## config.mk

```make
export PLATFORM = sky130hd
export DESIGN_NAME = tqv_peripherals
export DESIGN_NICKNAME = d
export VERILOG_FILES = /design/src/tqv_periph_pkg.sv /design/src/periph_bus_if.sv /design/src/byte_reg_peri.sv /design/src/gpio_func_ctrl.sv /design/src/periph_addr_decode.sv /design/src/read_data_buffer.sv /design/src/tqv_peripherals.sv /design/src/word_scratch_peri.sv
export VERILOG_INCLUDE_DIRS = /design/src
export SDC_FILE = /design/constraint.sdc
export NUM_CORES = 1
export LEC_CHECK = 0
export BUFFER_PORTS_ARGS = -buffer_cell sky130_fd_sc_hd__buf_2
export CORE_UTILIZATION = 35
export CTS_BUF_LIST = sky130_fd_sc_hd__clkbuf_4
export CTS_CLUSTER_SIZE = 16
export DETAILED_ROUTE_END_ITERATION = 7
export GPL_ROUTABILITY_DRIVEN = 0
export GPL_TIMING_DRIVEN = 0
export MAX_ROUTING_LAYER = met4
export PLACE_DENSITY = 0.54
export SLEW_MARGIN = 20
export SYNTH_ARGS = -nofsm -noshare
export SYNTH_HDL_FRONTEND = slang
export SYNTH_HIERARCHICAL = 1
export SYNTH_SLANG_ARGS = --single-unit
```

## constraint.sdc

```tcl
create_clock -name clk -period 8.8 [get_ports clk]
set_input_delay 0.44 -clock clk [delete_from_list [all_inputs] [get_ports clk]]
set_output_delay 0.44 -clock clk [all_outputs]
set_load 0.01 [all_outputs]
```

## src/tqv_periph_cfg.svh

```systemverilog
// Sizes, slot numbers and register offsets of the peripheral bus
// Offsets are byte offsets inside a 64-byte user slot
// Only the slots named here hold a peripheral, the rest read as zero

`ifndef TQV_PERIPH_CFG_SVH
`define TQV_PERIPH_CFG_SVH

`define TQV_ADDR_W          11
`define TQV_DATA_W          32
`define TQV_OFFS_W          6
`define TQV_PINS            8
`define TQV_SLOTS           16

`define TQV_SLOT_GPIO       1
`define TQV_SLOT_WORD       4
`define TQV_SLOT_BYTE       0

`define TQV_GPIO_OUT_OFFS   'h00
`define TQV_GPIO_IN_OFFS    'h04
`define TQV_GPIO_SEL_BASE   'h20
`define TQV_FUNC_SIMPLE_BIT 4

`endif

```

## src/tqv_periph_pkg.sv

```systemverilog
// Shared types of the peripheral bus
// Access size codes follow the core encoding, 11 means no access

`include "tqv_periph_cfg.svh"

package tqv_periph_pkg;

    typedef logic [`TQV_ADDR_W-1:0] addr_t;
    typedef logic [`TQV_DATA_W-1:0] data_t;
    typedef logic [`TQV_OFFS_W-1:0] offs_t;
    typedef logic [`TQV_PINS-1:0]   pins_t;

    // Top bit picks the simple space, low bits pick the slot
    typedef logic [`TQV_FUNC_SIMPLE_BIT:0] func_sel_t;

    typedef logic [$clog2(`TQV_SLOTS)-1:0] slot_t;

    typedef enum logic [1:0] {
        ACC_BYTE = 2'b00,
        ACC_HALF = 2'b01,
        ACC_WORD = 2'b10,
        ACC_NONE = 2'b11
    } acc_size_e;

endpackage

```

## src/periph_bus_if.sv

```systemverilog
`timescale 1ns/1ps
// Connection between the address decoder and one peripheral
// Requests arrive already qualified, an unselected target sees ACC_NONE
// Addresses never reach the peripheral, only the offset inside its slot

interface periph_bus_if;
    import tqv_periph_pkg::*;

    offs_t     offs;
    data_t     wdata;
    acc_size_e wr_size;
    acc_size_e rd_size;
    data_t     rdata;
    logic      rd_ready;

    // Decoder side
    modport ctrl (
        output offs,
        output wdata,
        output wr_size,
        output rd_size,
        input  rdata,
        input  rd_ready
    );

    // Peripheral side
    modport peri (
        input  offs,
        input  wdata,
        input  wr_size,
        input  rd_size,
        output rdata,
        output rd_ready
    );

endinterface

```

## src/byte_reg_peri.sv

```systemverilog
`timescale 1ns/1ps
// Example byte peripheral, four 8-bit registers at offsets 0..3
// Any write size stores only the low data byte, reads are always ready

module byte_reg_peri (
    input  logic                  clk,
    input  logic                  rst_n,
    output tqv_periph_pkg::pins_t o_pins,
    periph_bus_if.peri            bus
);
    import tqv_periph_pkg::*;

    pins_t      regs [4];
    logic [1:0] idx;

    assign idx = bus.offs[1:0];

    always_ff @(posedge clk) begin
        if (!rst_n) begin
            for (int i = 0; i < 4; i++) begin
                regs[i] <= '0;
            end
        end else if (bus.wr_size != ACC_NONE) begin
            regs[idx] <= bus.wdata[7:0];
        end
    end

    assign bus.rdata    = data_t'(regs[idx]);
    assign bus.rd_ready = 1'b1;
    assign o_pins       = regs[0];

endmodule

```

## src/gpio_func_ctrl.sv

```systemverilog
`timescale 1ns/1ps
// GPIO output register, input readback and per-pin output function select
// Selects decode only user slots 1 and 4 and simple slot 0, others drive 0
// Every pin resets onto the GPIO output register

`include "tqv_periph_cfg.svh"

module gpio_func_ctrl (
    input  logic                  clk,
    input  logic                  rst_n,
    input  tqv_periph_pkg::pins_t i_ui_in,
    input  tqv_periph_pkg::pins_t i_word_pins,
    input  tqv_periph_pkg::pins_t i_byte_pins,
    output tqv_periph_pkg::pins_t o_uo_out,
    periph_bus_if.peri            bus
);
    import tqv_periph_pkg::*;

    localparam int PIN_IDX_W = $clog2(`TQV_PINS);
    localparam func_sel_t FUNC_GPIO = func_sel_t'(`TQV_SLOT_GPIO);
    localparam func_sel_t FUNC_WORD = func_sel_t'(`TQV_SLOT_WORD);
    localparam func_sel_t FUNC_BYTE =
        func_sel_t'((1 << `TQV_FUNC_SIMPLE_BIT) | `TQV_SLOT_BYTE);

    pins_t                gpio_out;
    func_sel_t            func_sel [`TQV_PINS];
    logic                 wr_en;
    offs_t                sel_rel;
    logic                 sel_hit;
    logic [PIN_IDX_W-1:0] sel_idx;

    assign wr_en = bus.wr_size != ACC_NONE;

    // Pin n select lives at SEL_BASE + 4n, word aligned
    assign sel_rel = bus.offs - offs_t'(`TQV_GPIO_SEL_BASE);
    assign sel_hit = (bus.offs >= offs_t'(`TQV_GPIO_SEL_BASE)) && (sel_rel[1:0] == 2'b00);
    assign sel_idx = sel_rel[PIN_IDX_W+1:2];

    always_ff @(posedge clk) begin
        if (!rst_n) begin
            gpio_out <= '0;
            for (int i = 0; i < `TQV_PINS; i++) begin
                func_sel[i] <= FUNC_GPIO;
            end
        end else if (wr_en) begin
            if (bus.offs == offs_t'(`TQV_GPIO_OUT_OFFS)) begin
                gpio_out <= bus.wdata[`TQV_PINS-1:0];
            end
            if (sel_hit) begin
                func_sel[sel_idx] <= bus.wdata[`TQV_FUNC_SIMPLE_BIT:0];
            end
        end
    end

    always_comb begin
        bus.rdata = '0;
        if (bus.offs == offs_t'(`TQV_GPIO_OUT_OFFS)) begin
            bus.rdata = data_t'(gpio_out);
        end else if (bus.offs == offs_t'(`TQV_GPIO_IN_OFFS)) begin
            bus.rdata = data_t'(i_ui_in);
        end else if (sel_hit) begin
            bus.rdata = data_t'(func_sel[sel_idx]);
        end
    end

    assign bus.rd_ready = 1'b1;

    // Each pin takes its own bit from the chosen source
    always_comb begin
        for (int n = 0; n < `TQV_PINS; n++) begin
            case (func_sel[n])
                FUNC_GPIO: o_uo_out[n] = gpio_out[n];
                FUNC_WORD: o_uo_out[n] = i_word_pins[n];
                FUNC_BYTE: o_uo_out[n] = i_byte_pins[n];
                default:   o_uo_out[n] = 1'b0;
            endcase
        end
    end

endmodule

```

## src/periph_addr_decode.sv

```systemverilog
`timescale 1ns/1ps
// Purely combinational slot decode for the 11-bit peripheral window
// Empty slots read zero with ready high so a stray read never hangs

`include "tqv_periph_cfg.svh"

module periph_addr_decode (
    input  tqv_periph_pkg::addr_t     i_addr,
    input  tqv_periph_pkg::data_t     i_data_in,
    input  tqv_periph_pkg::acc_size_e i_wr_size,
    input  tqv_periph_pkg::acc_size_e i_rd_size,
    input  logic                      i_rd_block,
    output tqv_periph_pkg::data_t     o_rdata,
    output logic                      o_rd_ready,
    periph_bus_if.ctrl                gpio_bus,
    periph_bus_if.ctrl                word_bus,
    periph_bus_if.ctrl                byte_bus
);
    import tqv_periph_pkg::*;

    logic      byte_space;
    slot_t     user_slot;
    slot_t     simple_slot;
    logic      sel_gpio;
    logic      sel_word;
    logic      sel_byte;
    acc_size_e rd_req;
    offs_t     offs;

    // Bit 10 is the byte space, bits 9:6 the user slot, bits 7:4 the simple slot
    assign byte_space  = i_addr[`TQV_ADDR_W-1];
    assign user_slot   = i_addr[9:6];
    assign simple_slot = i_addr[7:4];
    assign offs        = i_addr[`TQV_OFFS_W-1:0];

    assign sel_gpio = !byte_space && (user_slot == slot_t'(`TQV_SLOT_GPIO));
    assign sel_word = !byte_space && (user_slot == slot_t'(`TQV_SLOT_WORD));
    assign sel_byte = byte_space && (simple_slot == slot_t'(`TQV_SLOT_BYTE));

    // No new read reaches a target while a result sits in the buffer
    assign rd_req = i_rd_block ? ACC_NONE : i_rd_size;

    assign gpio_bus.offs    = offs;
    assign gpio_bus.wdata   = i_data_in;
    assign gpio_bus.wr_size = sel_gpio ? i_wr_size : ACC_NONE;
    assign gpio_bus.rd_size = sel_gpio ? rd_req : ACC_NONE;

    assign word_bus.offs    = offs;
    assign word_bus.wdata   = i_data_in;
    assign word_bus.wr_size = sel_word ? i_wr_size : ACC_NONE;
    assign word_bus.rd_size = sel_word ? rd_req : ACC_NONE;

    assign byte_bus.offs    = offs;
    assign byte_bus.wdata   = i_data_in;
    assign byte_bus.wr_size = sel_byte ? i_wr_size : ACC_NONE;
    assign byte_bus.rd_size = sel_byte ? rd_req : ACC_NONE;

    always_comb begin
        o_rdata    = '0;
        o_rd_ready = 1'b1;
        if (sel_gpio) begin
            o_rdata    = gpio_bus.rdata;
            o_rd_ready = gpio_bus.rd_ready;
        end else if (sel_word) begin
            o_rdata    = word_bus.rdata;
            o_rd_ready = word_bus.rd_ready;
        end else if (sel_byte) begin
            // Byte targets only return their low byte
            o_rdata    = {{(`TQV_DATA_W-8){1'b0}}, byte_bus.rdata[7:0]};
            o_rd_ready = byte_bus.rd_ready;
        end
    end

endmodule

```

## src/read_data_buffer.sv

```systemverilog
`timescale 1ns/1ps
// Read result register between the peripherals and the core
// Data captured on the first ready cycle stays put until read complete
// Write acknowledge is combinational, read ready is one cycle late

module read_data_buffer (
    input  logic                      clk,
    input  logic                      rst_n,
    input  tqv_periph_pkg::data_t     i_rdata,
    input  logic                      i_rd_ready,
    input  tqv_periph_pkg::acc_size_e i_rd_size,
    input  tqv_periph_pkg::acc_size_e i_wr_size,
    input  logic                      i_read_complete,
    output tqv_periph_pkg::data_t     o_data_out,
    output logic                      o_data_ready,
    output logic                      o_rd_block
);
    import tqv_periph_pkg::*;

    logic  read_req;
    logic  capture;
    logic  hold;
    logic  ready_q;
    data_t data_q;

    assign read_req = i_rd_size != ACC_NONE;
    assign capture  = !hold && read_req && i_rd_ready && !i_read_complete;

    always_ff @(posedge clk) begin
        if (!rst_n) begin
            hold    <= 1'b0;
            ready_q <= 1'b0;
        end else begin
            if (i_read_complete) begin
                hold <= 1'b0;
            end else if (capture) begin
                hold <= 1'b1;
            end
            // Ready of a finished read must not leak into the next request
            ready_q <= read_req && i_rd_ready && !i_read_complete;
        end
    end

    always_ff @(posedge clk) begin
        if (capture) begin
            data_q <= i_rdata;
        end
    end

    assign o_data_out   = data_q;
    assign o_data_ready = ready_q || (i_wr_size != ACC_NONE);
    assign o_rd_block   = ready_q;

endmodule

```

## src/tqv_peripherals.sv

```systemverilog
`timescale 1ns/1ps
// Peripheral wrapper for the microcontroller core
// Holds GPIO in user slot 1, a word example in slot 4, a byte example in simple slot 0
// The core holds a read until o_data_ready and then pulses read complete

module tqv_peripherals (
    input  logic                      clk,
    input  logic                      rst_n,
    input  tqv_periph_pkg::pins_t     i_ui_in,
    input  tqv_periph_pkg::addr_t     i_addr,
    input  tqv_periph_pkg::data_t     i_data_in,
    input  tqv_periph_pkg::acc_size_e i_data_write_n,
    input  tqv_periph_pkg::acc_size_e i_data_read_n,
    input  logic                      i_data_read_complete,
    output tqv_periph_pkg::pins_t     o_uo_out,
    output tqv_periph_pkg::data_t     o_data_out,
    output logic                      o_data_ready
);
    import tqv_periph_pkg::*;

    data_t dec_rdata;
    logic  dec_rd_ready;
    logic  rd_block;
    pins_t word_pins;
    pins_t byte_pins;

    periph_bus_if gpio_bus ();
    periph_bus_if word_bus ();
    periph_bus_if byte_bus ();

    periph_addr_decode u_decode (
        .i_addr     (i_addr),
        .i_data_in  (i_data_in),
        .i_wr_size  (i_data_write_n),
        .i_rd_size  (i_data_read_n),
        .i_rd_block (rd_block),
        .o_rdata    (dec_rdata),
        .o_rd_ready (dec_rd_ready),
        .gpio_bus   (gpio_bus.ctrl),
        .word_bus   (word_bus.ctrl),
        .byte_bus   (byte_bus.ctrl)
    );

    gpio_func_ctrl u_gpio (
        .clk         (clk),
        .rst_n       (rst_n),
        .i_ui_in     (i_ui_in),
        .i_word_pins (word_pins),
        .i_byte_pins (byte_pins),
        .o_uo_out    (o_uo_out),
        .bus         (gpio_bus.peri)
    );

    word_scratch_peri u_word (
        .clk    (clk),
        .rst_n  (rst_n),
        .o_pins (word_pins),
        .bus    (word_bus.peri)
    );

    byte_reg_peri u_byte (
        .clk    (clk),
        .rst_n  (rst_n),
        .o_pins (byte_pins),
        .bus    (byte_bus.peri)
    );

    read_data_buffer u_rbuf (
        .clk             (clk),
        .rst_n           (rst_n),
        .i_rdata         (dec_rdata),
        .i_rd_ready      (dec_rd_ready),
        .i_rd_size       (i_data_read_n),
        .i_wr_size       (i_data_write_n),
        .i_read_complete (i_data_read_complete),
        .o_data_out      (o_data_out),
        .o_data_ready    (o_data_ready),
        .o_rd_block      (rd_block)
    );

endmodule

```

## src/word_scratch_peri.sv

```systemverilog
`timescale 1ns/1ps
// Example word peripheral, four 32-bit scratch registers at offsets 0..0xC
// Reads of any size return the whole register one cycle after the request
// Register 0 low byte drives the pins when a pin selects this slot

module word_scratch_peri (
    input  logic                  clk,
    input  logic                  rst_n,
    output tqv_periph_pkg::pins_t o_pins,
    periph_bus_if.peri            bus
);
    import tqv_periph_pkg::*;

    data_t      regs [4];
    logic [1:0] idx;
    logic       rd_req;
    logic       ready_q;
    offs_t      offs_q;
    data_t      rdata_q;

    assign idx    = bus.offs[3:2];
    assign rd_req = bus.rd_size != ACC_NONE;

    always_ff @(posedge clk) begin
        if (!rst_n) begin
            for (int i = 0; i < 4; i++) begin
                regs[i] <= '0;
            end
            ready_q <= 1'b0;
        end else begin
            // Sized write replaces only the low bits
            case (bus.wr_size)
                ACC_BYTE: regs[idx][7:0]  <= bus.wdata[7:0];
                ACC_HALF: regs[idx][15:0] <= bus.wdata[15:0];
                ACC_WORD: regs[idx]       <= bus.wdata;
                default:  ;
            endcase
            ready_q <= rd_req;
        end
    end

    always_ff @(posedge clk) begin
        if (rd_req) begin
            rdata_q <= regs[idx];
            offs_q  <= bus.offs;
        end
    end

    // Ready holds only for the offset it was sampled at, back-to-back reads stay safe
    assign bus.rd_ready = ready_q && (offs_q == bus.offs);
    assign bus.rdata    = rdata_q;
    assign o_pins       = regs[0][7:0];

endmodule
```

# Word level (Yosys, flattened, before mapping)
# Memory sizes are Yosys's and may differ from the RTL's. A register that Yosys moved wholly into a read port is not among the register bits.
# Cells that the tools add are included.
dict set report op_classes {
  reduce_logical 23
  n_eq_ne 35
  muxes 50
  n_lt_le_gt_ge 1
  add_sub_neg 1
  bitwise_logic 4
}
# op count
set op_table {}
lappend op_table {{2-to-1 mux 32 bit} 5}
lappend op_table {{equality test 5 x 1 -> 1 bit (second input constant)} 8}
lappend op_table {{equality test 5 x 3 -> 1 bit (second input constant)} 8}
lappend op_table {{equality test 5 bit (second input constant)} 8}
lappend op_table {{2-to-1 mux 8 bit} 5}
lappend op_table {{OR reduction 32 bit} 1}
lappend op_table {{one-hot mux 1 bit (3 select lines)} 8}
lappend op_table {{2-to-1 mux 1 bit} 21}
lappend op_table {{2-to-1 mux 2 bit} 7}
lappend op_table {{logical AND 1 bit} 10}
lappend op_table {{2-to-1 mux 5 bit} 2}
lappend op_table {{inequality test 2 bit (second input constant)} 5}
lappend op_table {{OR reduction 8 bit} 1}
lappend op_table {{equality test 6 x 3 -> 1 bit (second input constant)} 1}
lappend op_table {{equality test 6 bit} 1}
lappend op_table {{>= comparator 6 bit (second input constant)} 1}
lappend op_table {{logical NOT 6 bit} 1}
lappend op_table {{2-to-1 mux 3 bit} 2}
lappend op_table {{OR reduction 5 bit} 1}
lappend op_table {{subtractor 5 x 1 -> 5 bit (second input constant)} 1}
lappend op_table {{equality test 4 x 1 -> 1 bit (second input constant)} 1}
lappend op_table {{equality test 4 x 3 -> 1 bit (second input constant)} 1}
lappend op_table {{logical NOT 2 bit} 2}
lappend op_table {{logical NOT 4 bit} 1}
lappend op_table {{8 further kinds} 12}
dict set report totals {
  ramBits 200
  mem_count 3
  ff_bits 49
  output_inout_bits 41
  in_bits 58
  word_cells 123
}
# name depth width read_ports rd_clocked_by_memory_dff write_ports line_no
set mem_list {}
lappend mem_list {u_word.regs 4 32 2 1 4 word_scratch_peri.sv:14} ;# data_t regs [4];
lappend mem_list {u_gpio.func_sel 8 5 9 0 8 gpio_func_ctrl.sv:26} ;# func_sel_t func_sel [`TQV_PINS];
lappend mem_list {u_byte.regs 4 8 2 0 4 byte_reg_peri.sv:13} ;# pins_t regs [4];

# Logic depth before layout (Yosys ltp)
dict set report depth {
  word_depth 11
  ltp_mapped 9
  mapped_depth_nobuf 7
}

# Hierarchy
# Netlist, hierarchy kept.
# mod n_inst seq_area_each_um2 cells_each area_per_inst_um2
set by_module_without_submodules {}
lappend by_module_without_submodules {word_scratch_peri 1 5004.8 425 6897.9}
lappend by_module_without_submodules {gpio_func_ctrl 1 1361.3 268 2871.5}
lappend by_module_without_submodules {byte_reg_peri 1 960.9 125 1639.1}
lappend by_module_without_submodules {periph_addr_decode 1 0.0 186 1447.6}
lappend by_module_without_submodules {read_data_buffer 1 1001.0 41 1057.3}

# Worst setup path before layout
# Ideal clock, no wire load.
dict set report synth_timing {
  path_kind {input to register}
  startpoint {input port i_addr[2]}
  endpoint {register u_rbuf.data_q[0] (netlist: u_rbuf/o_data_out[0]), enable pin}
  arrival_ns 3.080
  setup_ns 0.416
  cell_stages 9
  t_required_ns 8.384
  path_buffers 3
  path_slack_ns 5.305
  cell_sequence {buf_4 > buf_6 > buf_4 > xor2_1 > nor4_1 > nor4b_1 > o31ai_1 > a21bo_4 > nor3_2}
}
dict set report synth_via {
  elab_chain_len 6
}
# item line_no
set synth_rtl {}
lappend synth_rtl {{start, declared} tqv_peripherals.sv:10} ;# input tqv_periph_pkg::addr_t i_addr,
lappend synth_rtl {{equality test 6 bit} word_scratch_peri.sv:50} ;# assign bus.rd_ready = ready_q && (offs_q == bus.offs);
lappend synth_rtl {{logical AND 1 bit} word_scratch_peri.sv:50}
lappend synth_rtl {{net word_bus.rd_ready} periph_bus_if.sv:14} ;# logic rd_ready;
lappend synth_rtl {{2-to-1 mux 1 bit} periph_addr_decode.sv:64} ;# end else if (sel_word) begin
lappend synth_rtl {{2-to-1 mux 1 bit} periph_addr_decode.sv:61} ;# if (sel_gpio) begin
lappend synth_rtl {{net dec_rd_ready} tqv_peripherals.sv:22} ;# logic dec_rd_ready;
lappend synth_rtl {{logical AND 1 bit (2 in series)} read_data_buffer.sv:27} ;# assign capture = !hold && read_req && i_rd_ready && !i_read_complete;
lappend synth_rtl {{net u_rbuf.capture} read_data_buffer.sv:21} ;# logic capture;
lappend synth_rtl {{end signal, assigned} read_data_buffer.sv:46} ;# data_q <= i_rdata;
lappend synth_rtl {{end, declared} read_data_buffer.sv:24} ;# data_t data_q;
# The timed path passes the listed nets, and every way through them passes these cells.
# A chain may end at the register's enable or synchronous reset.

# Final worst setup path
dict set report layout_timing {
  startpoint {input port i_addr[2]}
  endpoint {register u_rbuf.data_q[15] (netlist: u_rbuf/o_data_out[15]), enable pin}
}
# Same word-level chain as after synthesis.

==> summary.md <==
| Metric | Value |
|---|---|
| Initial DRC Count | 609 |
| DP Wirelength | 23280 um |
| DIE HEIGHT | 197.1 um |
| Reg-to-reg slack, setup | 6170 ps |
| Worst r2r dst | u_rbuf/o_data_out[15] |
| Post-route clock skew | 45.42 ps |
| Avg Inst Size Synth | 13.83 um2 |
| Routed WL | 33440 um |
| Yosys warning count | 6 |
| Leading cell type in the layout, fill and taps excluded | edfxtp_1 |
| # Post-CTS Setup Buffers | 0 |
| Clk root buf | clkbuf_4 |
| H-tree depth | 3 |
| Leakage power | 0.005871 uW |
| Rel. slew slack | 33.78% |
| Fin. Hold Viols | 0 |
| CP Launch Type | input port |
| Final setup margin | 5716 ps |
| DIE AREA | 38840 um2 |
| Largest net degree at the start of global routing | 23 |
| Clock transition at the registers of the reported paths | 60 ps |
| Pint | 2306 uW |
| Switching power | 695.1 uW |
| Part of the power in the clock network | 40.5% |
| Dpl cells | 1564 |
| Final nets | 1211 |
| Capture point of the worst path | u_rbuf/o_data_out[15] |
| Syn-to-layout area delta | 17.64% |
| Grt ovf | 0 |
| Post-DR wirelength/cell | 19.42 um |
| Critical path startpoint | i_addr[2] |
| Die X | 197.1 um |
| I/O pins | 99 |
| Initial Util | 35.45% |
| RSZ-0062 raised after global routing | no |
| Max Clk Rate | 0.3242 GHz |
| Multi-input gate area | 3905 um2 |
| Critical path fanouts, max | 15 |
| Max cap viols | 0 |
| Initial antenna violation count | 1 |
| Clock latency on the worst-skew pair | 710 ps |
| Most frequent cells in the layout | 270 x edfxtp_1, 118 x clkbuf_4, 110 x nor2_1 |
| Type of the worst min-delay path | in -> reg |
| Worst ir drop on vdd | 0.06173 mV |
| Number of global-route vias before repair | 8346 |
| Tot GR Track Use | 18.27% |
| Seq pwr share | 51.8% |
| Worst setup EP type | flip-flop |
| Post-route ant nets | 0 |
| R2R cell count | 8 |
| Share of layout cells above drive strength 1 | 32.73% |
| Synthesized instance count | 963 |
| Finished Layout Cells | 1722 |
| Rows | 71 |
| Final worst-path cycle share | 35.05% |
| CTS tree | done |
| Synth Cell Area | 13320 um2 |
| # setup viols final | 0 |
| Arr. time, crit path | 3490 ps |
| I/O Buffers | 62 |
| WP data required | 9210 ps |
| DR vias/cell | 4.744 |
| Drt first pass iters | 5 |
| Floorplan Core Area | 37580 um2 |
| Inserted Clock Buffers | 77 |
| Reg2Reg Launch Point | u_word/offs_q[0] |
| Register area | 8328 um2 |
| Clock Path Buffers | 3 |
| Crit path kind | in -> reg |
| Logic pwr share | 7.7% |
| Slew Viols, Final | 0 |
| Sw Share | 23.16% |
| Power density over the cells | 191.5 nW/um2 |
| Worst Tran Pin Value | 986.6 ps |
| Period minus WS final | 3084 ps |
| First-pass GRT wire length | 50320 um |
| Setup tns final | 0 ps |
| Clock sinks | 281 |
| Vias | 8170 |
| Place WS | 5206 ps |
| Fillcell total | 3558 |
| Drt drc | 0 |
| Outcome | finished, final reports clean |
## registers in the layout, indices dropped and copies added (netlist names)
signal and cells:
u_word/regs 128, u_word/ready_q 1, u_word/bus.rdata 32, u_rbuf/o_rd_block 1, u_rbuf/hold 1, u_gpio/gpio_out 8
u_byte/regs 32, u_rbuf/o_data_out 32, u_word/offs_q 6, u_gpio/func_sel 40
## worst max-delay path: stages
cell,delay (ps)
dlygate4sd3_1,570
buf_4,160
buf_6,140
buf_4,210
xor2_1,180
nor4_1,300
nor4b_1,90
o31ai_1,230
a21bo_4,280
nor3_4,580
buf_6,290
## final cells by class
class                   count  area share, %
diodes                      1        0.01597
repair buffers             88          3.737
clock inverters            18         0.8544
multi-input cells         531          24.92
inverters                  28         0.6707
plain buffers             146          6.923
well taps                 511          4.080
clock buffers             118          5.653
flip-flops and latches    281          53.15
## metrics by stage
step	instance area (um2)	util [%]	total power [uW]	hold WS [ps]
final	15670	41.70	3001	61.99
after global routing	15670	41.70	3142	13.02
after CTS	15670	41.69	3048	0.09642
after detailed placement	14440	38.42	1806	490.6
after global placement	14360	38.20	1800	450.6
after floorplan	13410	-	1722	443.7
## repair_timing
action	in CTS	in global routing
hold buffers	21	0
endpoints found under the hold margin	33	0
gates resized for setup	0	0
## routing by layer
layer / global-route usage, % / wire length (um)
met1: 23.98 / 15080
met2: 28.11 / 15820
met3: 3.722 / 1808
met4: 6.575 / 733
met5: - / 0
## power by group through the flow
stage	clock network, uW	registers [uW]	logic [uW]
2_1_floorplan	0	1580	145
3_3_place_gp	0	1580	218
3_5_place_dp	0	1580	223
4_1_cts	1260	1550	233
5_1_grt	1330	1560	249
6_report	1220	1550	231
## worst min-delay path by stage
stage	from	end	slack (ps)	cells past startpoint
global route	i_data_in[20]	u_word/regs[3][20]	10	3
detailed placement	u_rbuf/hold	u_rbuf/hold	490	2
finish	i_data_in[20]	u_word/regs[3][20]	60	3
global placement	u_rbuf/hold	u_rbuf/hold	450	2
CTS	i_data_in[9]	u_word/regs[3][9]	0.1	3
floorplan	u_rbuf/hold	u_rbuf/hold	440	2
Power figures use the tool's default switching activity.
